==> config.mk <==
export PLATFORM = sky130hd
export DESIGN_NAME = ctrl_in_mux
export DESIGN_NICKNAME = d
export VERILOG_FILES = /design/src/ctrl_in_cfg_pkg.sv /design/src/ctrl_in_seq_pkg.sv /design/src/ctrl_in_flag_unit.sv /design/src/ctrl_in_mux.sv /design/src/ctrl_in_reg_decode.sv /design/src/ctrl_in_src_gen.sv /design/src/ctrl_in_trigger.sv
export SDC_FILE = /design/constraint.sdc
export NUM_CORES = 1
export LEC_CHECK = 0
export ABC_CLOCK_PERIOD_IN_PS = 3700
export BUFFER_PORTS_ARGS = -buffer_cell sky130_fd_sc_hd__buf_2
export CAP_MARGIN = 25
export CELL_PAD_IN_SITES_DETAIL_PLACEMENT = 0
export CELL_PAD_IN_SITES_GLOBAL_PLACEMENT = 1
export CORE_MARGIN = 1
export CORE_UTILIZATION = 35
export DETAILED_ROUTE_END_ITERATION = 8
export PLACE_DENSITY_LB_ADDON = 0.1
export SLEW_MARGIN = 20
export SYNTH_ARGS = -nofsm -noshare
export SYNTH_HDL_FRONTEND = slang
export SYNTH_SLANG_ARGS = --single-unit
==> constraint.sdc <==
create_clock -name clock_bus -period 3.7 [get_ports clock_bus]
set_input_delay 0.185 -clock clock_bus [delete_from_list [all_inputs] [get_ports clock_bus]]
set_output_delay 0.185 -clock clock_bus [all_outputs]
set_load 0.1 [all_outputs]
==> src/ctrl_in_cfg_pkg.sv <==
package ctrl_in_cfg_pkg;

    ////////////////////////////////////////////////////
    // word and field widths

    localparam int reg_width       = 32;
    localparam int num_ext_in      = 3;
    localparam int trg_sel_bits    = 4;
    localparam int num_trg_src     = 1 << trg_sel_bits;
    localparam int flag_sel_bits   = 5;
    // data-bit index plus the enable bit on top
    localparam int flag_field_bits = flag_sel_bits + 1;
    localparam int src_field_bits  = 8;
    // level, inverted level, rising and falling edge per input
    localparam int src_codes_per_in = 4;

    ////////////////////////////////////////////////////
    // field slots in units of src_field_bits

    // control word 0
    localparam int fld_trg_start   = 0;
    localparam int fld_trg_stop    = 1;
    localparam int fld_trg_restart = 2;
    // control word 1
    localparam int fld_nop         = 0;
    localparam int fld_irq         = 1;
    localparam int fld_strb        = 2;

    // trigger source codes
    typedef enum logic [trg_sel_bits-1:0] {
        src_none, src_in0, src_in0_inv, src_in0_pos, src_in0_neg,
        src_in1, src_in1_inv, src_in1_pos, src_in1_neg,
        src_in2, src_in2_inv, src_in2_pos, src_in2_neg,
        src_unused_13, src_unused_14, src_unused_15
    } src_code_e;

    typedef logic [reg_width-1:0] ctrl_word_t;

endpackage

==> src/ctrl_in_seq_pkg.sv <==
package ctrl_in_seq_pkg;

    // which arming rule a trigger channel follows
    typedef enum logic [1:0] {
        trg_start,
        trg_stop,
        trg_restart
    } trg_kind_e;

    // sequencer state as seen by the triggers
    typedef struct packed {
        logic run_en;
        logic state_run;
        logic state_wait;
        logic state_restart;
    } seq_state_t;

    typedef struct packed {
        logic en;
        logic pulse;
        logic tgl;
    } trg_out_t;

    ////////////////////////////////////////////////////
    // decoded configuration

    typedef struct packed {
        logic                                en;
        logic [ctrl_in_cfg_pkg::flag_sel_bits-1:0] idx;
    } flag_sel_t;

    typedef struct packed {
        flag_sel_t nop;
        flag_sel_t stop;
        flag_sel_t irq;
        flag_sel_t strb;
    } flag_cfg_t;

    typedef struct packed {
        ctrl_in_cfg_pkg::src_code_e start;
        ctrl_in_cfg_pkg::src_code_e stop;
        ctrl_in_cfg_pkg::src_code_e restart;
    } trg_cfg_t;

endpackage

==> src/ctrl_in_flag_unit.sv <==
`timescale 1ns/1ps

module ctrl_in_flag_unit (
    input  logic                        clock_bus,
    input  logic                        reset_bus_n,
    input  ctrl_in_seq_pkg::flag_cfg_t  flag_cfg,
    input  ctrl_in_cfg_pkg::ctrl_word_t data,
    input  logic                        data_reload,
    input  logic                        first_sample,
    output logic                        data_nop,
    output logic                        data_stop,
    output logic                        data_irq
);

    logic nop_bit;
    logic stop_bit;
    logic irq_bit;
    logic strb_bit;
    logic strb_q;
    logic strb_repeat;
    logic nop_next;
    logic stop_next;
    logic irq_next;

    ////////////////////////////////////////////////////
    // bit selects from the current data word

    assign nop_bit  = data[flag_cfg.nop.idx];
    assign stop_bit = data[flag_cfg.stop.idx];
    assign irq_bit  = data[flag_cfg.irq.idx];
    assign strb_bit = data[flag_cfg.strb.idx];

    // strobe did not toggle since the last reload
    // the first sample has no history to compare against
    assign strb_repeat = flag_cfg.strb.en & ~first_sample & (strb_bit == strb_q);

    assign nop_next  = (flag_cfg.nop.en & nop_bit) | strb_repeat;
    assign stop_next = flag_cfg.stop.en & stop_bit;
    assign irq_next  = flag_cfg.irq.en & irq_bit;

    ////////////////////////////////////////////////////
    // flag registers updated only on reload

    always_ff @(posedge clock_bus) begin
        if (!reset_bus_n) begin
            data_nop  <= 1'b0;
            data_stop <= 1'b0;
            data_irq  <= 1'b0;
            strb_q    <= 1'b0;
        end else if (data_reload) begin
            data_nop  <= nop_next;
            data_stop <= stop_next;
            data_irq  <= irq_next;
            // history follows the data even with the strobe disabled
            strb_q    <= strb_bit;
        end
    end

endmodule

==> src/ctrl_in_mux.sv <==
`timescale 1ns/1ps

module ctrl_in_mux (
    input  logic                                   clock_bus,
    input  logic                                   reset_bus_n,
    input  ctrl_in_cfg_pkg::ctrl_word_t            ctrl_in0,
    input  ctrl_in_cfg_pkg::ctrl_word_t            ctrl_in1,
    input  logic [ctrl_in_cfg_pkg::num_ext_in-1:0] ext_in,
    input  ctrl_in_seq_pkg::seq_state_t            seq_state,
    input  logic                                   data_reload,
    input  logic                                   first_sample,
    input  ctrl_in_cfg_pkg::ctrl_word_t            data,
    output ctrl_in_seq_pkg::trg_out_t              trg_start,
    output ctrl_in_seq_pkg::trg_out_t              trg_stop,
    output ctrl_in_seq_pkg::trg_out_t              trg_restart,
    output logic                                   data_nop,
    output logic                                   data_stop,
    output logic                                   data_irq
);

    import ctrl_in_cfg_pkg::*;
    import ctrl_in_seq_pkg::*;

    trg_cfg_t               trg_cfg;
    flag_cfg_t              flag_cfg;
    logic [num_trg_src-1:0] src;

    ctrl_in_reg_decode u_reg_decode (
        .ctrl_in0 (ctrl_in0),
        .ctrl_in1 (ctrl_in1),
        .trg_cfg  (trg_cfg),
        .flag_cfg (flag_cfg)
    );

    ctrl_in_src_gen u_src_gen (
        .clock_bus   (clock_bus),
        .reset_bus_n (reset_bus_n),
        .ext_in      (ext_in),
        .src         (src)
    );

    ////////////////////////////////////////////////////
    // trigger channels

    ctrl_in_trigger #(.kind(ctrl_in_seq_pkg::trg_start)) u_trg_start (
        .clock_bus   (clock_bus),
        .reset_bus_n (reset_bus_n),
        .sel         (trg_cfg.start),
        .src         (src),
        .seq_state   (seq_state),
        .trg         (trg_start)
    );

    ctrl_in_trigger #(.kind(ctrl_in_seq_pkg::trg_stop)) u_trg_stop (
        .clock_bus   (clock_bus),
        .reset_bus_n (reset_bus_n),
        .sel         (trg_cfg.stop),
        .src         (src),
        .seq_state   (seq_state),
        .trg         (trg_stop)
    );

    ctrl_in_trigger #(.kind(ctrl_in_seq_pkg::trg_restart)) u_trg_restart (
        .clock_bus   (clock_bus),
        .reset_bus_n (reset_bus_n),
        .sel         (trg_cfg.restart),
        .src         (src),
        .seq_state   (seq_state),
        .trg         (trg_restart)
    );

    ////////////////////////////////////////////////////
    // data flags

    ctrl_in_flag_unit u_flag_unit (
        .clock_bus    (clock_bus),
        .reset_bus_n  (reset_bus_n),
        .flag_cfg     (flag_cfg),
        .data         (data),
        .data_reload  (data_reload),
        .first_sample (first_sample),
        .data_nop     (data_nop),
        .data_stop    (data_stop),
        .data_irq     (data_irq)
    );

endmodule

==> src/ctrl_in_reg_decode.sv <==
`timescale 1ns/1ps

module ctrl_in_reg_decode (
    input  ctrl_in_cfg_pkg::ctrl_word_t ctrl_in0,
    input  ctrl_in_cfg_pkg::ctrl_word_t ctrl_in1,
    output ctrl_in_seq_pkg::trg_cfg_t   trg_cfg,
    output ctrl_in_seq_pkg::flag_cfg_t  flag_cfg
);

    import ctrl_in_cfg_pkg::*;
    import ctrl_in_seq_pkg::*;

    logic [trg_sel_bits-1:0]    start_field;
    logic [trg_sel_bits-1:0]    restart_field;
    logic [flag_field_bits-1:0] stop_field;
    logic [flag_field_bits-1:0] nop_field;
    logic [flag_field_bits-1:0] irq_field;
    logic [flag_field_bits-1:0] strb_field;

    // enable sits above the data-bit index
    function automatic flag_sel_t to_flag_sel(input logic [flag_field_bits-1:0] field);
        flag_sel_t sel;
        sel.en  = field[flag_sel_bits];
        sel.idx = field[flag_sel_bits-1:0];
        return sel;
    endfunction

    assign start_field   = ctrl_in0[fld_trg_start*src_field_bits +: trg_sel_bits];
    assign restart_field = ctrl_in0[fld_trg_restart*src_field_bits +: trg_sel_bits];
    // stop field is shared by the stop trigger and the data stop flag
    assign stop_field    = ctrl_in0[fld_trg_stop*src_field_bits +: flag_field_bits];
    assign nop_field     = ctrl_in1[fld_nop*src_field_bits +: flag_field_bits];
    assign irq_field     = ctrl_in1[fld_irq*src_field_bits +: flag_field_bits];
    assign strb_field    = ctrl_in1[fld_strb*src_field_bits +: flag_field_bits];

    always_comb begin
        flag_cfg.nop  = to_flag_sel(nop_field);
        flag_cfg.stop = to_flag_sel(stop_field);
        flag_cfg.irq  = to_flag_sel(irq_field);
        flag_cfg.strb = to_flag_sel(strb_field);

        trg_cfg.start   = src_code_e'(start_field);
        trg_cfg.restart = src_code_e'(restart_field);
        // data stop mode takes the field away from the stop trigger
        if (stop_field[flag_sel_bits]) begin
            trg_cfg.stop = src_none;
        end else begin
            trg_cfg.stop = src_code_e'(stop_field[trg_sel_bits-1:0]);
        end
    end

endmodule

==> src/ctrl_in_src_gen.sv <==
`timescale 1ns/1ps

module ctrl_in_src_gen (
    input  logic                                    clock_bus,
    input  logic                                    reset_bus_n,
    input  logic [ctrl_in_cfg_pkg::num_ext_in-1:0]  ext_in,
    output logic [ctrl_in_cfg_pkg::num_trg_src-1:0] src
);

    import ctrl_in_cfg_pkg::*;

    logic [num_ext_in-1:0] ext_in_q;
    logic [num_ext_in-1:0] rise;
    logic [num_ext_in-1:0] fall;

    ////////////////////////////////////////////////////
    // edge detection

    // value of the inputs at the previous clock edge
    always_ff @(posedge clock_bus) begin
        if (!reset_bus_n) begin
            ext_in_q <= '0;
        end else begin
            ext_in_q <= ext_in;
        end
    end

    assign rise = ext_in & ~ext_in_q;
    assign fall = ~ext_in & ext_in_q;

    ////////////////////////////////////////////////////
    // source vector

    // each input owns four consecutive codes starting at src_in0
    always_comb begin
        src = '0;
        for (int i = 0; i < num_ext_in; i++) begin
            src[int'(src_in0) + src_codes_per_in*i]     = ext_in[i];
            src[int'(src_in0_inv) + src_codes_per_in*i] = ~ext_in[i];
            src[int'(src_in0_pos) + src_codes_per_in*i] = rise[i];
            src[int'(src_in0_neg) + src_codes_per_in*i] = fall[i];
        end
        // none and the unused codes stay low
    end

endmodule

==> src/ctrl_in_trigger.sv <==
`timescale 1ns/1ps

module ctrl_in_trigger #(
    parameter ctrl_in_seq_pkg::trg_kind_e kind = ctrl_in_seq_pkg::trg_start
) (
    input  logic                                    clock_bus,
    input  logic                                    reset_bus_n,
    input  ctrl_in_cfg_pkg::src_code_e              sel,
    input  logic [ctrl_in_cfg_pkg::num_trg_src-1:0] src,
    input  ctrl_in_seq_pkg::seq_state_t             seq_state,
    output ctrl_in_seq_pkg::trg_out_t               trg
);

    import ctrl_in_cfg_pkg::*;
    import ctrl_in_seq_pkg::*;

    logic src_q;
    logic fired;
    logic tgl_q;
    logic en;
    logic armed;
    logic clear;
    logic pulse;

    // arming window depends on the channel kind
    always_comb begin
        case (kind)
            trg_start: armed = seq_state.run_en;
            trg_stop:  armed = seq_state.state_run & ~seq_state.state_wait;
            default:   armed = seq_state.state_wait;
        endcase
    end

    // start also rearms at the restart state of the sequencer
    assign clear = ~armed | ((kind == trg_start) & seq_state.state_restart);

    assign en    = (sel != src_none);
    assign pulse = src_q & en & armed & ~fired;

    ////////////////////////////////////////////////////
    // registered select, fired latch and toggle

    always_ff @(posedge clock_bus) begin
        if (!reset_bus_n) begin
            src_q <= 1'b0;
            fired <= 1'b0;
            tgl_q <= 1'b0;
        end else begin
            src_q <= src[sel];
            tgl_q <= tgl_q ^ pulse;
            // a pulse wins over the restart clear
            if (pulse) begin
                fired <= 1'b1;
            end else if (clear) begin
                fired <= 1'b0;
            end
        end
    end

    assign trg.en    = en;
    assign trg.pulse = pulse;
    assign trg.tgl   = tgl_q;

endmodule

## Word level (Yosys, flattened, before mapping)

Index checks and enable logic that the tools add are counted.

| word-level totals | value |
|---|---|
| bits in registers | 16 |
| output and inout port bits | 12 |
| logic and storage cells | 82 |
| input port bits | 107 |

| cells by class | value |
|---|---|
| muxes and demuxes | 21 |
| equal/unequal tests | 3 |
| reduce and logical (&&, ||, !) cells | 4 |
| $lt $le $gt $ge | 7 |
| bitwise logic cells | 33 |

Operators with widths:

| cell | number |
|---|---|
| < comparator 5 x 6 -> 1 bit (second input constant) | 4 |
| binary-select mux 1 bit (select 5 bit) | 4 |
| AND 1 bit | 15 |
| < comparator 4 x 5 -> 1 bit (second input constant) | 3 |
| two-way mux 1 bit | 13 |
| binary-select mux 1 bit (select 4 bit) | 3 |
| nonzero test 4 bit | 3 |
| NOT 1 bit | 9 |
| AND 3 bit | 2 |
| NOT 3 bit | 2 |
| two-way mux 4 bit | 1 |
| bitwise XOR 1 bit | 3 |
| != test 2 x 1 -> 1 bit (second input constant) | 1 |
| != test 2 bit (second input constant) | 1 |
| bitwise OR 1 bit | 2 |
| nonzero test 2 bit | 1 |
| == test 1 bit | 1 |

## Longest topological paths before layout

Gate-level depths: netlist of run 1.

| logic depth | value |
|---|---|
| word-level depth | 6 |
| gate-level depth with buffers | 8 |

## By module

From an unflattened synthesis of run 1, not the netlist that was laid out.

| second synthesis, totals | value |
|---|---|
| cell total of the unflattened synthesis | 268 |
| area total of the unflattened synthesis | 2733.9 µm² |

Modules (own cells, without submodules):

| module | cells each | area an instance (µm²) | times used | sequential area each (µm²) |
|---|---|---|---|---|
| ctrl_in_flag_unit | 123 | 1391.3 | 1 | 80.1 |
| ctrl_in_trigger at u_trg_start | 30 | 300.3 | 1 | 60.1 |
| ctrl_in_trigger at u_trg_stop | 28 | 296.5 | 1 | 60.1 |
| ctrl_in_trigger at u_trg_restart | 28 | 289.0 | 1 | 60.1 |
| ctrl_in_reg_decode | 36 | 265.3 | 1 | 0.0 |
| ctrl_in_src_gen | 23 | 191.4 | 1 | 60.1 |

## Worst setup path before layout of run 1

No wires, ideal clock.

| timing | value |
|---|---|
| kind | in2reg |
| from | input ctrl_in1[8] |
| to | register u_flag_unit.data_irq |
| arrival | 1532 ps |
| cell stages on the path | 5 |
| path slack | 2045 ps |
| data required time | 3577 ps |
| cells stage by stage | buf_6 mux4_1 mux4_2 o2111ai_1 a21oi_1 |

| between the ends | value |
|---|---|
| word-level cells in the longest chain between the ends | 3 |

RTL lines:

| item | RTL line | RTL |
|---|---|---|
| start, declared | ctrl_in_mux.sv:7 | `input ctrl_in_cfg_pkg::ctrl_word_t ctrl_in1,` |
| binary-select mux 1 bit (select 5 bit) | ctrl_in_flag_unit.sv:30 | `assign irq_bit = data[flag_cfg.irq.idx];` |
| two-way mux 1 bit (not written as such) | ctrl_in_flag_unit.sv:30 |  |
| AND 1 bit | ctrl_in_flag_unit.sv:39 | `assign irq_next = flag_cfg.irq.en & irq_bit;` |
| end signal, assigned | ctrl_in_flag_unit.sv:53 | `data_irq <= irq_next;` |
| end, declared | ctrl_in_flag_unit.sv:12 | `output logic data_irq` |

Every way passes these cells. The select of a mux whose other input is x is not followed.
A chain may end at the register's enable or synchronous reset.

==> tab_implementation.tex, run 1 <==
\begin{tabular}{lr}
\hline
Metric & Value \\
\hline
\multicolumn{2}{l}{\textbf{Floorplan}} \\
Die Span X & 80.2 um \\
Area enclosed by the die boundary & 0.00644 sq mm \\
Die Y-Extent & 80.2 um \\
Core ar. & 0.00592 sq mm \\
Row count & 28 \\
Ports & 119 \\
Initial Util & 36.2\% \\
\multicolumn{2}{l}{\textbf{Yosys}} \\
Synthesized instance count & 224 \\
Per-instance average area after synthesis & 9.56 sq um \\
Yosys Warn Count & 0 \\
Syn\_nets & 331 \\
Share of async-settable or async-resettable flops after synthesis & 0\% \\
Post-Synthesis Cell Area & 0.00214 sq mm \\
Unique cell type count in the Yosys netlist & 45 \\
Seq cells post-synth & 16 \\
Predominant post-synthesis flop cell & sky130\_fd\_sc\_hd\_\_dfxtp\_1 \\
Proportion of synthesized chip area in sequential cells & 15.0\% \\
Number of synthesized flops with an enable pin & 0 \\
\multicolumn{2}{l}{\textbf{Global routing}} \\
Antenna violations before repair & 0 \\
Total global routing track utilization & 19.4\% \\
Pin count of the biggest net entering global routing & 17 \\
Number of global-route vias before repair & 2008 \\
Overflow after GRT & 0 \\
First-pass GRT wire length & 9650 um \\
\multicolumn{2}{l}{\textbf{Setup path}} \\
Worst path arrival time & 1.84 ns \\
CP max FO & 15 \\
Crit Path Category & primary input to primary output \\
Data required time at the worst endpoint & 3.51 ns \\
Kind of start point of the critical path & primary input \\
Sort of element at the end of the critical path & primary output \\
\multicolumn{2}{l}{\textbf{Clocking}} \\
CTS tree & built \\
Hold bufs inserted after CTS & 0 \\
Number of clock buffers inserted by TritonCTS & 3 \\
Clock-pin slew of the registers on the worst-case setup and hold paths & 0.06 ns \\
Max Root-Sink Buffers & 2 \\
Count of buffers added by post-CTS timing repair for setup & 0 \\
Number of gates resized after cts & 0 \\
Clock latency on the worst-skew pair & 0.25 ns \\
Clock tree root driver cell & sky130\_fd\_sc\_hd\_\_clkbuf\_8 \\
Maximum level of the CTS H-tree & 1 \\
Clock Sink Count & 16 \\
\multicolumn{2}{l}{\textbf{Timing}} \\
Final period util & 54.8\% \\
Unrepaired setup endpoints after global routing & false \\
Actual transition at the worst max-transition pin & 0.496 ns \\
Layout Skew & 0.00250 ns \\
Hold violation count in the final report & 0 \\
Final worst path period need & 2.03 ns \\
Max-Slew Margin vs Limit & 67.1\% \\
Final setup violation count & 0 \\
Setup tns final & 0 ns \\
Highest clock frequency the design can meet & 493 MHz \\
Final-report max-slew violation count & 0 \\
\multicolumn{2}{l}{\textbf{Pwr}} \\
Worst vdd ir & 180 uV \\
Power density of the placed cells & 243 mW/mm\^{}2 \\
Static Leak & 0.00111 uW \\
\multicolumn{2}{l}{\textbf{Finish}} \\
Fin nets & 402 \\
Count of antenna diodes in the layout & 0 \\
Post-synthesis to final-layout area growth & 19.8\% \\
Most common library cell in the layout ignoring fill and taps & sky130\_fd\_sc\_hd\_\_buf\_2 \\
Fraction of layout cells with a size suffix above 1 & 37.1\% \\
Commonest cells after routing, fill and taps aside & sky130\_fd\_sc\_hd\_\_buf\_2 (86), sky130\_fd\_sc\_hd\_\_mux2i\_1 (25) \\
Share of the core filled with cells & 43.3\% \\
\multicolumn{2}{l}{\textbf{Drt}} \\
Wirelength, routed & 6020 um \\
DRC Markers & 0 \\
Vias after detailed routing & 2095 \\
Routed WL per cell & 16.3 um \\
First-iteration detailed-routing DRC count & 84 \\
Number of routed nets with antenna violations & 0 \\
DR vias/cell & 5.68 \\
TritonRoute pass-1 iters & 4 \\
\multicolumn{2}{l}{\textbf{Place}} \\
Hpwl dp & 4920 um \\
Routability congestion estimate & 0.801 \\
Input/output buffers & 86 \\
\multicolumn{2}{l}{\textbf{Status}} \\
Status & finished, final reports clean \\
\multicolumn{2}{l}{\textbf{Job}} \\
Max capacitance violation total & 0 \\
\multicolumn{2}{l}{\textbf{Worst hold path}} \\
HP Class & primary input to register \\
\hline
\end{tabular}
final cells by class:
| cell class | count | area, sq um |
|---|---|---|
| flip-flops and latches | 16 | 320 |
| repair buffers | 86 | 430 |
| multi-input cells | 181 | 1640 |
| clock buffers | 4 | 55.1 |
| well taps | 75 | 93.8 |
| fillers | 614 | 3350 |
| inverters | 7 | 26.3 |
worst paths after layout:
kind	from	endpoint	slack, ns	depth (start not counted)
hold / removal	seq_state[1]	u_trg_stop.fired$_SDFFE_PN0P_	0.18	2
setup reg to reg	u_src_gen.ext_in_q[1]$_SDFF_PN0_	u_trg_stop.src_q$_SDFF_PN0_	2.21	5
hold reg to reg	u_trg_restart.fired$_SDFFE_PN0P_	u_trg_restart.fired$_SDFFE_PN0P_	0.46	2
setup / recovery	ctrl_in0[8]	trg_stop[1]	1.67	6
routing by layer:
layer	track usage, %	up-vias	part of all wire (%)	routed length, um
li1	-	1029	-	-
met1	24.5	989	43	2610
met3	1.36	8	4.4	263
met4	5.54	0	2.1	126
met2	35.1	69	50	3010
met5	0	-	0	0
per-stage QoR:
stage	total power, uW	instances	cell area (sq um)	hold slack, ns	worst slack [ns]
final	625	369	2570	0.175	1.67
after global routing	664	369	2570	0.178	1.54
after CTS	632	369	2570	0.172	1.62
after detailed placement	476	365	2510	0.441	1.62
after global placement	476	365	2510	0.437	1.64
after floorplan	385	224	2140	0.262	2.04
cells by family after synthesis:
group / share of synthesized area (%)
flops: 15.0
compound gates: 17.1
xor+xnor: 1.23
buf+inv: 8.47
simple gates: 18.9
mux: 39.4
where the power goes:
group | switching, uW | leakage (uW) | internal [uW]
Sequential | 5.21 | 0.000131 | 182
Combinational | 162 | 0.000947 | 122
Clock | 59.3 | 0.0000288 | 94.3
flip-flops by register name (all words and copies together) (netlist names):
register and flops:
u_trg_stop.src_q 1, u_trg_restart.fired 1, u_trg_stop.tgl_q 1, u_trg_start.tgl_q 1, u_trg_restart.tgl_q 1, u_flag_unit.data_stop 1
u_trg_restart.src_q 1, u_flag_unit.data_irq 1, u_trg_stop.fired 1, u_flag_unit.strb_q 1, u_src_gen.ext_in_q 3, u_flag_unit.data_nop 1
u_trg_start.src_q 1, u_trg_start.fired 1
Yosys cell counts, types with 2 or more instances:
library cell | count | area [sq um]
sky130_fd_sc_hd__a31oi_1 | 8 | 50.1
sky130_fd_sc_hd__nand4_1 | 2 | 12.5
sky130_fd_sc_hd__dfxtp_1 | 16 | 320
sky130_fd_sc_hd__xnor2_1 | 3 | 26.3
sky130_fd_sc_hd__buf_2 | 2 | 10.0
sky130_fd_sc_hd__and4b_1 | 2 | 20.0
sky130_fd_sc_hd__nor2_1 | 16 | 60.1
sky130_fd_sc_hd__mux2i_1 | 25 | 250
sky130_fd_sc_hd__a21oi_1 | 13 | 65.1
sky130_fd_sc_hd__a311oi_1 | 3 | 26.3
sky130_fd_sc_hd__o2111ai_1 | 3 | 26.3
sky130_fd_sc_hd__nand3_1 | 7 | 35.0
sky130_fd_sc_hd__a2111oi_0 | 5 | 43.8
sky130_fd_sc_hd__mux4_2 | 16 | 360
sky130_fd_sc_hd__o21ai_0 | 5 | 25.0
sky130_fd_sc_hd__and2_1 | 4 | 25.0
sky130_fd_sc_hd__mux2_2 | 2 | 22.5
sky130_fd_sc_hd__clkbuf_1 | 2 | 7.51
sky130_fd_sc_hd__nor2b_1 | 7 | 43.8
sky130_fd_sc_hd__a211oi_1 | 4 | 30.0
sky130_fd_sc_hd__inv_1 | 6 | 22.5
sky130_fd_sc_hd__and2_0 | 2 | 12.5
sky130_fd_sc_hd__nand2b_1 | 9 | 56.3
sky130_fd_sc_hd__a41oi_1 | 2 | 17.5
sky130_fd_sc_hd__mux4_1 | 8 | 210
sky130_fd_sc_hd__buf_6 | 3 | 33.8
sky130_fd_sc_hd__buf_4 | 12 | 90.1
sky130_fd_sc_hd__a22oi_1 | 4 | 30.0
sky130_fd_sc_hd__nand2_1 | 16 | 60.1
sky130_fd_sc_hd__and3_1 | 2 | 12.5
critical path: stages:
cell                      delay, ns
sky130_fd_sc_hd__buf_2         0.35
sky130_fd_sc_hd__nor2_1        0.15
sky130_fd_sc_hd__a21oi_1       0.25
sky130_fd_sc_hd__nand2_1       0.13
sky130_fd_sc_hd__nor4b_4       0.30
sky130_fd_sc_hd__buf_2         0.47
Note: power is estimated with default switching activity, not from simulation.
==> run 2: changes to the inputs <==
--- a/config.mk
+++ b/config.mk
@@ -5,13 +5,14 @@
 export SDC_FILE = /design/constraint.sdc
 export NUM_CORES = 1
 export LEC_CHECK = 0
-export ABC_CLOCK_PERIOD_IN_PS = 3700
+export ABC_AREA = 1
+export ABC_CLOCK_PERIOD_IN_PS = 1800
 export BUFFER_PORTS_ARGS = -buffer_cell sky130_fd_sc_hd__buf_2
 export CAP_MARGIN = 25
 export CELL_PAD_IN_SITES_DETAIL_PLACEMENT = 0
 export CELL_PAD_IN_SITES_GLOBAL_PLACEMENT = 1
 export CORE_MARGIN = 1
-export CORE_UTILIZATION = 35
+export CORE_UTILIZATION = 27
 export DETAILED_ROUTE_END_ITERATION = 8
 export PLACE_DENSITY_LB_ADDON = 0.1
 export SLEW_MARGIN = 20
==> constraint.sdc (replaced) <==
create_clock -name clock_bus -period 1.8 [get_ports clock_bus]
set_input_delay 0.09 -clock clock_bus [delete_from_list [all_inputs] [get_ports clock_bus]]
set_output_delay 0.09 -clock clock_bus [all_outputs]
set_load 0.1 [all_outputs]
==> run 2 against run 1 <==
Against the previous run: cell count rose by 67%; routed wire length rose by 42%; sequential cell count is the same; die area grew 44%; combinational power is 130% higher; power up 120%; worst setup slack got worse by 1.5 ns; count of clock-buffer cells in the layout unchanged; sequential power up 100%; critical endpoint is now trg_start[1]; largest cell class unchanged.
==> tab_implementation.tex, run 2 <==
\begin{tabular}{lr}
\hline
Metric & Value \\
\hline
\multicolumn{2}{l}{\textbf{Status}} \\
Status & finished, final reports clean \\
\multicolumn{2}{l}{\textbf{Global routing}} \\
Antenna violations before repair & 0 (unchanged) \\
Total global routing track utilization & 18.8\% (-0.55 points) \\
Overflow after GRT & 0 (unchanged) \\
First-pass GRT wire length & 13600 um (+41\%) \\
Pin count of the biggest net entering global routing & 22 (+5) \\
Number of global-route vias before repair & 2746 (+37\%) \\
\multicolumn{2}{l}{\textbf{Clocking}} \\
Max Root-Sink Buffers & 2 (unchanged) \\
Hold bufs inserted after CTS & 0 (unchanged) \\
Clock-pin slew of the registers on the worst-case setup and hold paths & 0.07 ns (about the same) \\
CTS tree & built \\
Number of gates resized after cts & 0 (unchanged) \\
Clock Sink Count & 16 (unchanged) \\
Clock latency on the worst-skew pair & 0.25 ns (about the same) \\
Maximum level of the CTS H-tree & 1 (unchanged) \\
Number of clock buffers inserted by TritonCTS & 3 (unchanged) \\
Count of buffers added by post-CTS timing repair for setup & 0 (unchanged) \\
Clock tree root driver cell & sky130\_fd\_sc\_hd\_\_clkbuf\_8 \\
\multicolumn{2}{l}{\textbf{Drt}} \\
Number of routed nets with antenna violations & 0 (unchanged) \\
DR vias/cell & 4.93 (-13\%) \\
Vias after detailed routing & 3033 (+45\%) \\
Wirelength, routed & 8520 um (+42\%) \\
First-iteration detailed-routing DRC count & 110 (+31\%) \\
Routed WL per cell & 13.9 um (-15\%) \\
DRC Markers & 0 (unchanged) \\
TritonRoute pass-1 iters & 4 (unchanged) \\
\multicolumn{2}{l}{\textbf{Timing}} \\
Actual transition at the worst max-transition pin & 0.492 ns (-0.00448 ns) \\
Final worst path period need & 1.59 ns \\
Final period util & 88.5\% \\
Final-report max-slew violation count & 0 (unchanged) \\
Max-Slew Margin vs Limit & 67.4\% (+0.30 points) \\
Highest clock frequency the design can meet & 628 MHz \\
Layout Skew & 0.00132 ns (-0.00118 ns) \\
Final setup violation count & 0 (unchanged) \\
Unrepaired setup endpoints after global routing & false \\
Hold violation count in the final report & 0 (unchanged) \\
Setup tns final & 0 ns (unchanged) \\
Setup ws final & 0.207 ns (-1.47 ns) \\
Post-Route Hold Slack & 0.0599 ns (-0.115 ns) \\
\multicolumn{2}{l}{\textbf{Floorplan}} \\
Area enclosed by the die boundary & 0.00927 sq mm (+44\%) \\
Die Y-Extent & 96.3 um (+20\%) \\
Initial Util & 27.7\% (-8.5 points) \\
Ports & 119 (unchanged) \\
Die Span X & 96.3 um (+20\%) \\
Row count & 34 (+21\%) \\
Core ar. & 0.00868 sq mm (+47\%) \\
\multicolumn{2}{l}{\textbf{Setup path}} \\
Cell Chain, Critical Path & inv\_1 -> nor4\_2 -> buf\_2 \\
Worst path arrival time & 1.50 ns (-0.34 ns) \\
Crit Path Category & register to primary output \\
Slowest cell on crit path & sky130\_fd\_sc\_hd\_\_buf\_2 \\
Kind of start point of the critical path & register \\
CP max FO & 4 (-11) \\
Sort of element at the end of the critical path & primary output \\
Data required time at the worst endpoint & 1.71 ns (-1.80 ns) \\
Delay of the slowest cell on the worst path & 0.50 ns (+0.03 ns) \\
\multicolumn{2}{l}{\textbf{Finish}} \\
Commonest cells after routing, fill and taps aside & sky130\_fd\_sc\_hd\_\_nand2\_1 (126), sky130\_fd\_sc\_hd\_\_buf\_2 (85), sky130\_fd\_sc\_hd\_\_nand3\_1 (68) \\
Flip-flop count of the largest register, all copies and words added & 3 (unchanged) \\
Most common library cell in the layout ignoring fill and taps & sky130\_fd\_sc\_hd\_\_nand2\_1 \\
Count of antenna diodes in the layout & 0 (unchanged) \\
Share of the core filled with cells & 32.8\% (-11 points) \\
Fraction of layout cells with a size suffix above 1 & 20.9\% (-16 points) \\
Fin nets & 615 (+53\%) \\
Post-synthesis to final-layout area growth & 18.5\% \\
Register bank with the most flops & u\_src\_gen.ext\_in\_q \\
\multicolumn{2}{l}{\textbf{Pwr}} \\
Worst vdd ir & 296 uV (+64\%) \\
Power share of the clock group & 24.5\% (about the same) \\
Static Leak & 0.00145 uW (+31\%) \\
Proportion of total power due to net switching & 43.3\% (+7.1 points) \\
Share of power burned in registers & 27.9\% (-2.1 points) \\
Power density of the placed cells & 483 mW/mm\^{}2 (+99\%) \\
Int Pwr & 778 uW (+95\%) \\
Part of the total power dissipated in combinational logic & 47.6\% (+2.2 points) \\
Net switching power of the design & 595 uW (+160\%) \\
\multicolumn{2}{l}{\textbf{Worst hold path}} \\
HP Class & primary input to register \\
\multicolumn{2}{l}{\textbf{Place}} \\
Setup Slack @ Placement & 0.347 ns (-1.27 ns) \\
Hpwl dp & 7150 um (+45\%) \\
Input/output buffers & 86 (unchanged) \\
Routability congestion estimate & 0.849 (+6.1\%) \\
\multicolumn{2}{l}{\textbf{Yosys}} \\
Synthesized instance count & 444 (+98\%) \\
Area fraction of the dominant cell type after synthesis & 19.7\% (+2.9 points) \\
Post-Synthesis Cell Area & 0.00240 sq mm (+12\%) \\
Share of async-settable or async-resettable flops after synthesis & 0\% (unchanged) \\
Unique cell type count in the Yosys netlist & 33 (-27\%) \\
Synth cell count leaders & sky130\_fd\_sc\_hd\_\_nand2\_1 (126), sky130\_fd\_sc\_hd\_\_nand3\_1 (68), sky130\_fd\_sc\_hd\_\_inv\_1 (53) \\
Syn\_nets & 551 (+66\%) \\
Proportion of synthesized chip area in sequential cells & 13.3\% (-1.6 points) \\
Largest cells by area after synthesis & sky130\_fd\_sc\_hd\_\_nand2\_1 (20\%), sky130\_fd\_sc\_hd\_\_nand3\_1 (14\%), sky130\_fd\_sc\_hd\_\_dfxtp\_1 (13\%) \\
Per-instance average area after synthesis & 5.40 sq um (-43\%) \\
Yosys Warn Count & 0 (unchanged) \\
Seq cells post-synth & 16 (unchanged) \\
Predominant post-synthesis flop cell & sky130\_fd\_sc\_hd\_\_dfxtp\_1 \\
Number of synthesized flops with an enable pin & 0 (unchanged) \\
Most instantiated library cell after synthesis & sky130\_fd\_sc\_hd\_\_nand2\_1 \\
Cell type with the largest total area after synthesis & sky130\_fd\_sc\_hd\_\_nand2\_1 \\
\multicolumn{2}{l}{\textbf{Job}} \\
Max capacitance violation total & 0 (unchanged) \\
\hline
\end{tabular}
-- run 2: changes by cell type in the layout (fill, tap and decap cells not counted), moves of 35 or more --
| cell | change |
|---|---|
| sky130_fd_sc_hd__o21ai_0 | +35 |
| sky130_fd_sc_hd__nand3_1 | +61 |
| sky130_fd_sc_hd__nand2_1 | +110 |
| sky130_fd_sc_hd__inv_1 | +47 |
-- run 2: path summary, 6_finish.rpt --
kind,slack [ns],start,depth (start not counted),end
worst max-delay path,0.21,u_trg_start.src_q$_SDFF_PN0_,3,trg_start[1]
worst min-delay path,0.06,ctrl_in0[2],2,u_trg_start.src_q$_SDFF_PN0_
worst max register to register,0.66,u_src_gen.ext_in_q[1]$_SDFF_PN0_,6,u_trg_stop.src_q$_SDFF_PN0_
worst min register to register,0.45,u_trg_start.tgl_q$_SDFF_PN0_,1,u_trg_start.tgl_q$_SDFF_PN0_
-- run 2: area by class of cell --
class | count | area [sq um]
fillers | 1023 | 5840
multi-input cells | 344 | 1660
repair buffers | 88 | 460
flip-flops and latches | 16 | 320
inverters | 55 | 216
well taps | 108 | 135
clock buffers | 4 | 55.1
-- run 2: power by group through the flow --
stage | Clock, uW | Sequential, uW | Combinational (uW)
2_1_floorplan | 0 | 419 | 425
3_3_place_gp | 0 | 390 | 654
3_5_place_dp | 0 | 391 | 653
4_1_cts | 345 | 383 | 656
5_1_grt | 359 | 385 | 735
6_report | 337 | 383 | 654
-- run 2: critical path, delay by kind of cell, from the launching register on --
family | cells | cell delay [ns]
DFF | 1 | 0.32
buffers and inverters | 2 | 0.54
and+or+nand+nor | 1 | 0.38
-- run 2: cells by family after synthesis --
kind of cell / Yosys count / share of synthesized area (%)
flip-flops: 16 / 13.3
XOR/XNOR: 1 / 0.365
AO/OA/AOI/OAI: 89 / 22.3
buffers and inverters: 84 / 17.7
AND/OR/NAND/NOR: 254 / 46.3
-- run 2: routing by layer --
metal / GRT usage [%] / vias to the layer above / routed length [um]
li1: - / 1588 / -
met3: 2.29 / 10 / 558
met4: 3.11 / 0 / 108
met5: 0 / - / 0
met1: 28.2 / 1336 / 4260
met2: 28.7 / 99 / 3600
-- run 2: stage by stage --
stage / cell area [sq um] / power [uW] / std cells
after detailed placement: 2790 / 1040 / 611
final: 2840 / 1370 / 615
after CTS: 2840 / 1380 / 615
after global routing: 2840 / 1480 / 615
after global placement: 2790 / 1040 / 611
after floorplan: 2400 / 844 / 444
==> run 3: changes to the inputs <==
--- a/config.mk
+++ b/config.mk
@@ -14,7 +14,7 @@
 export CORE_MARGIN = 1
 export CORE_UTILIZATION = 27
 export DETAILED_ROUTE_END_ITERATION = 8
-export PLACE_DENSITY_LB_ADDON = 0.1
+export PLACE_DENSITY = 0.82
 export SLEW_MARGIN = 20
 export SYNTH_ARGS = -nofsm -noshare
 export SYNTH_HDL_FRONTEND = slang
==> run 3 against run 2 <==
Against the previous run: hold slack gained 0.0026 ns; critical path depth unchanged; sequential share of layout area about the same; global-route usage shrank 1.9 points; core utilization fell by 0.087 points; cell count shrank 0.16%; sequential cell count unchanged; largest power group unchanged.
==> tab_implementation.tex, run 3 (synthesized netlist as in run 2, its figures left out) <==
\begin{tabular}{lr}
\hline
Metric & Value \\
\hline
\multicolumn{2}{l}{\textbf{Floorplan}} \\
Row count & 34 (unchanged) \\
Die Y-Extent & 96.3 um (unchanged) \\
Area enclosed by the die boundary & 0.00927 sq mm (unchanged) \\
Die Span X & 96.3 um (unchanged) \\
Ports & 119 (unchanged) \\
Core ar. & 0.00868 sq mm (unchanged) \\
Initial Util & 27.7\% (unchanged) \\
\multicolumn{2}{l}{\textbf{Timing}} \\
Actual transition at the worst max-transition pin & 0.502 ns (+0.00997 ns) \\
Final-report max-slew violation count & 0 (unchanged) \\
Max-Slew Margin vs Limit & 66.8\% (-0.66 points) \\
Hold violation count in the final report & 0 (unchanged) \\
Post-Route Hold Slack & 0.0625 ns (+0.00258 ns) \\
Setup tns final & 0 ns (unchanged) \\
Highest clock frequency the design can meet & 646 MHz (+3.0\%) \\
Final setup violation count & 0 (unchanged) \\
Unrepaired setup endpoints after global routing & false \\
Setup ws final & 0.253 ns (+0.0459 ns) \\
Final period util & 85.9\% (-2.5 points) \\
Final worst path period need & 1.55 ns (-0.0459 ns) \\
Layout Skew & 0.00292 ns (+0.00160 ns) \\
\multicolumn{2}{l}{\textbf{Pwr}} \\
Net switching power of the design & 565 uW (-5.0\%) \\
Power share of the clock group & 23.5\% (-1.0 points) \\
Share of power burned in registers & 28.5\% (+0.6 points) \\
Int Pwr & 777 uW (-0.22\%) \\
Part of the total power dissipated in combinational logic & 47.9\% (+0.3 points) \\
Proportion of total power due to net switching & 42.1\% (-1.2 points) \\
Worst vdd ir & 287 uV (-3.0\%) \\
Static Leak & 0.00145 uW (-0.33\%) \\
Power density of the placed cells & 473 mW/mm\^{}2 (-2.0\%) \\
Total power & 1340 uW (-2.3\%) \\
\multicolumn{2}{l}{\textbf{Clocking}} \\
CTS tree & built \\
Number of gates resized after cts & 0 (unchanged) \\
Clock latency on the worst-skew pair & 0.25 ns (about the same) \\
Max Root-Sink Buffers & 2 (unchanged) \\
Number of clock buffers inserted by TritonCTS & 3 (unchanged) \\
Maximum level of the CTS H-tree & 1 (unchanged) \\
Clock-pin slew of the registers on the worst-case setup and hold paths & 0.06 ns (about the same) \\
Count of buffers added by post-CTS timing repair for setup & 0 (unchanged) \\
Hold bufs inserted after CTS & 0 (unchanged) \\
Clock tree root driver cell & sky130\_fd\_sc\_hd\_\_clkbuf\_8 \\
Clock Sink Count & 16 (unchanged) \\
\multicolumn{2}{l}{\textbf{Drt}} \\
Vias after detailed routing & 3077 (+1.5\%) \\
Routed WL per cell & 12.7 um (-8.6\%) \\
DR vias/cell & 5.01 (+1.6\%) \\
DRC Markers & 0 (unchanged) \\
Routed length on met1 & 3480 um (-18\%) \\
Met3 WL & 613 um (+9.9\%) \\
Met2 wire length & 3560 um (-1.1\%) \\
TritonRoute pass-1 iters & 5 (+1) \\
Number of routed nets with antenna violations & 0 (unchanged) \\
Max Used Layer & met4 \\
First-iteration detailed-routing DRC count & 200 (+82\%) \\
Wirelength, routed & 7780 um (-8.7\%) \\
\multicolumn{2}{l}{\textbf{Finish}} \\
Most common library cell in the layout ignoring fill and taps & sky130\_fd\_sc\_hd\_\_nand2\_1 \\
Layout fillers & 985 (-3.7\%) \\
Commonest cells after routing, fill and taps aside & sky130\_fd\_sc\_hd\_\_nand2\_1 (126), sky130\_fd\_sc\_hd\_\_buf\_2 (85), sky130\_fd\_sc\_hd\_\_nand3\_1 (68) \\
Flip-flop count of the largest register, all copies and words added & 3 (unchanged) \\
Count of antenna diodes in the layout & 0 (unchanged) \\
Register bank with the most flops & u\_src\_gen.ext\_in\_q \\
Post-synthesis to final-layout area growth & 18.1\% \\
Fraction of layout cells with a size suffix above 1 & 20.8\% (-0.16 points) \\
Layout Cell Area excl Fill & 0.00284 sq mm (-0.26\%) \\
Fin nets & 614 (-0.16\%) \\
\multicolumn{2}{l}{\textbf{Setup path}} \\
Kind of start point of the critical path & register \\
Worst path arrival time & 1.46 ns (-0.04 ns) \\
Cell Chain, Critical Path & inv\_1 -> nor4\_2 -> buf\_2 \\
Delay of the slowest cell on the worst path & 0.50 ns (about the same) \\
Crit Path Category & register to primary output \\
Slowest cell on crit path & sky130\_fd\_sc\_hd\_\_buf\_2 \\
Sort of element at the end of the critical path & primary output \\
CP max FO & 4 (unchanged) \\
Data required time at the worst endpoint & 1.71 ns (about the same) \\
Launching point of the worst reg2reg path & u\_src\_gen.ext\_in\_q[1]\$\_SDFF\_PN0\_ \\
Critical R2R Capture & u\_trg\_restart.src\_q\$\_SDFF\_PN0\_ \\
Worst R2R Setup Slack & 0.66 ns (about the same) \\
Reg2reg path depth & 6 (unchanged) \\
\multicolumn{2}{l}{\textbf{Job}} \\
Max capacitance violation total & 0 (unchanged) \\
\multicolumn{2}{l}{\textbf{Worst hold path}} \\
Worst Hold Path Cells & 2 (unchanged) \\
Beginning of the worst hold path & ctrl\_in0[2] \\
HP Class & primary input to register \\
End of the worst hold path & u\_trg\_start.src\_q\$\_SDFF\_PN0\_ \\
\multicolumn{2}{l}{\textbf{Place}} \\
Hpwl dp & 6530 um (-8.7\%) \\
Input/output buffers & 86 (unchanged) \\
Routability congestion estimate & 0.917 (+7.9\%) \\
Post-placement cell area & 0.00278 sq mm (-0.27\%) \\
Setup Slack @ Placement & 0.384 ns (+0.0372 ns) \\
\multicolumn{2}{l}{\textbf{Global routing}} \\
Number of global-route vias before repair & 2776 (+1.1\%) \\
Overflow after GRT & 0 (unchanged) \\
First-pass GRT wire length & 12500 um (-7.9\%) \\
Pin count of the biggest net entering global routing & 22 (unchanged) \\
Antenna violations before repair & 0 (unchanged) \\
Total global routing track utilization & 16.9\% (-1.9 points) \\
\multicolumn{2}{l}{\textbf{Status}} \\
Status & finished, final reports clean \\
\hline
\end{tabular}
[run 3: cell count changes in the layout (fill, tap and decap cells not counted), sizes merged]
| cell | previous run | this run |
|---|---|---|
| buf | 88 | 87 |
[run 3: worst max-delay path by stage]
stage                     cells past startpoint  slack [ns]                                 to                              start
final                                         3        0.25                       trg_start[1]       u_trg_start.src_q$_SDFF_PN0_
after global routing                          3        0.14                       trg_start[1]       u_trg_start.src_q$_SDFF_PN0_
after CTS                                     3        0.23                       trg_start[1]       u_trg_start.src_q$_SDFF_PN0_
after detailed placement                     10        0.38  u_flag_unit.data_irq$_SDFFE_PN0P_                        ctrl_in1[8]
after global placement                       10        0.40  u_flag_unit.data_irq$_SDFFE_PN0P_                        ctrl_in1[8]
after floorplan                               2        0.48  u_flag_unit.data_nop$_SDFFE_PN0P_  u_flag_unit.data_nop$_SDFFE_PN0P_
[run 3: area by class of cell]
type	count	area [sq um]	area share (%)
inverters	55	216	7.63
repair buffers	87	453	16.0
clock buffers	4	55.1	1.94
multi-input cells	344	1660	58.4
flip-flops and latches	16	320	11.3
well taps	108	135	4.77
[run 3: stage by stage]
stage	util, %	cells
global placement	32.0	610
detailed placement	32.0	610
finish	32.7	614
global route	32.7	614
CTS	32.7	614
floorplan	-	444
[run 3: power by group through the flow]
stage	registers (uW)	logic (uW)	clock network, uW
after floorplan	419	425	0
after detailed placement	391	639	0
after CTS	383	641	334
after global routing	386	718	349
final	383	643	316
after global placement	390	631	0
[run 3: worst max-delay path, delay by kind of cell, from the launching register on]
kind	cells	cell delay [ns]
buf+inv	2	0.54
simple gates	1	0.36
flops	1	0.31
[run 3: layer usage]
metal	global-route usage, %	up-vias
li1	-	1587
met1	21.7	1344
met2	29.4	130
met3	2.84	16
met4	3.73	0
met5	0	-
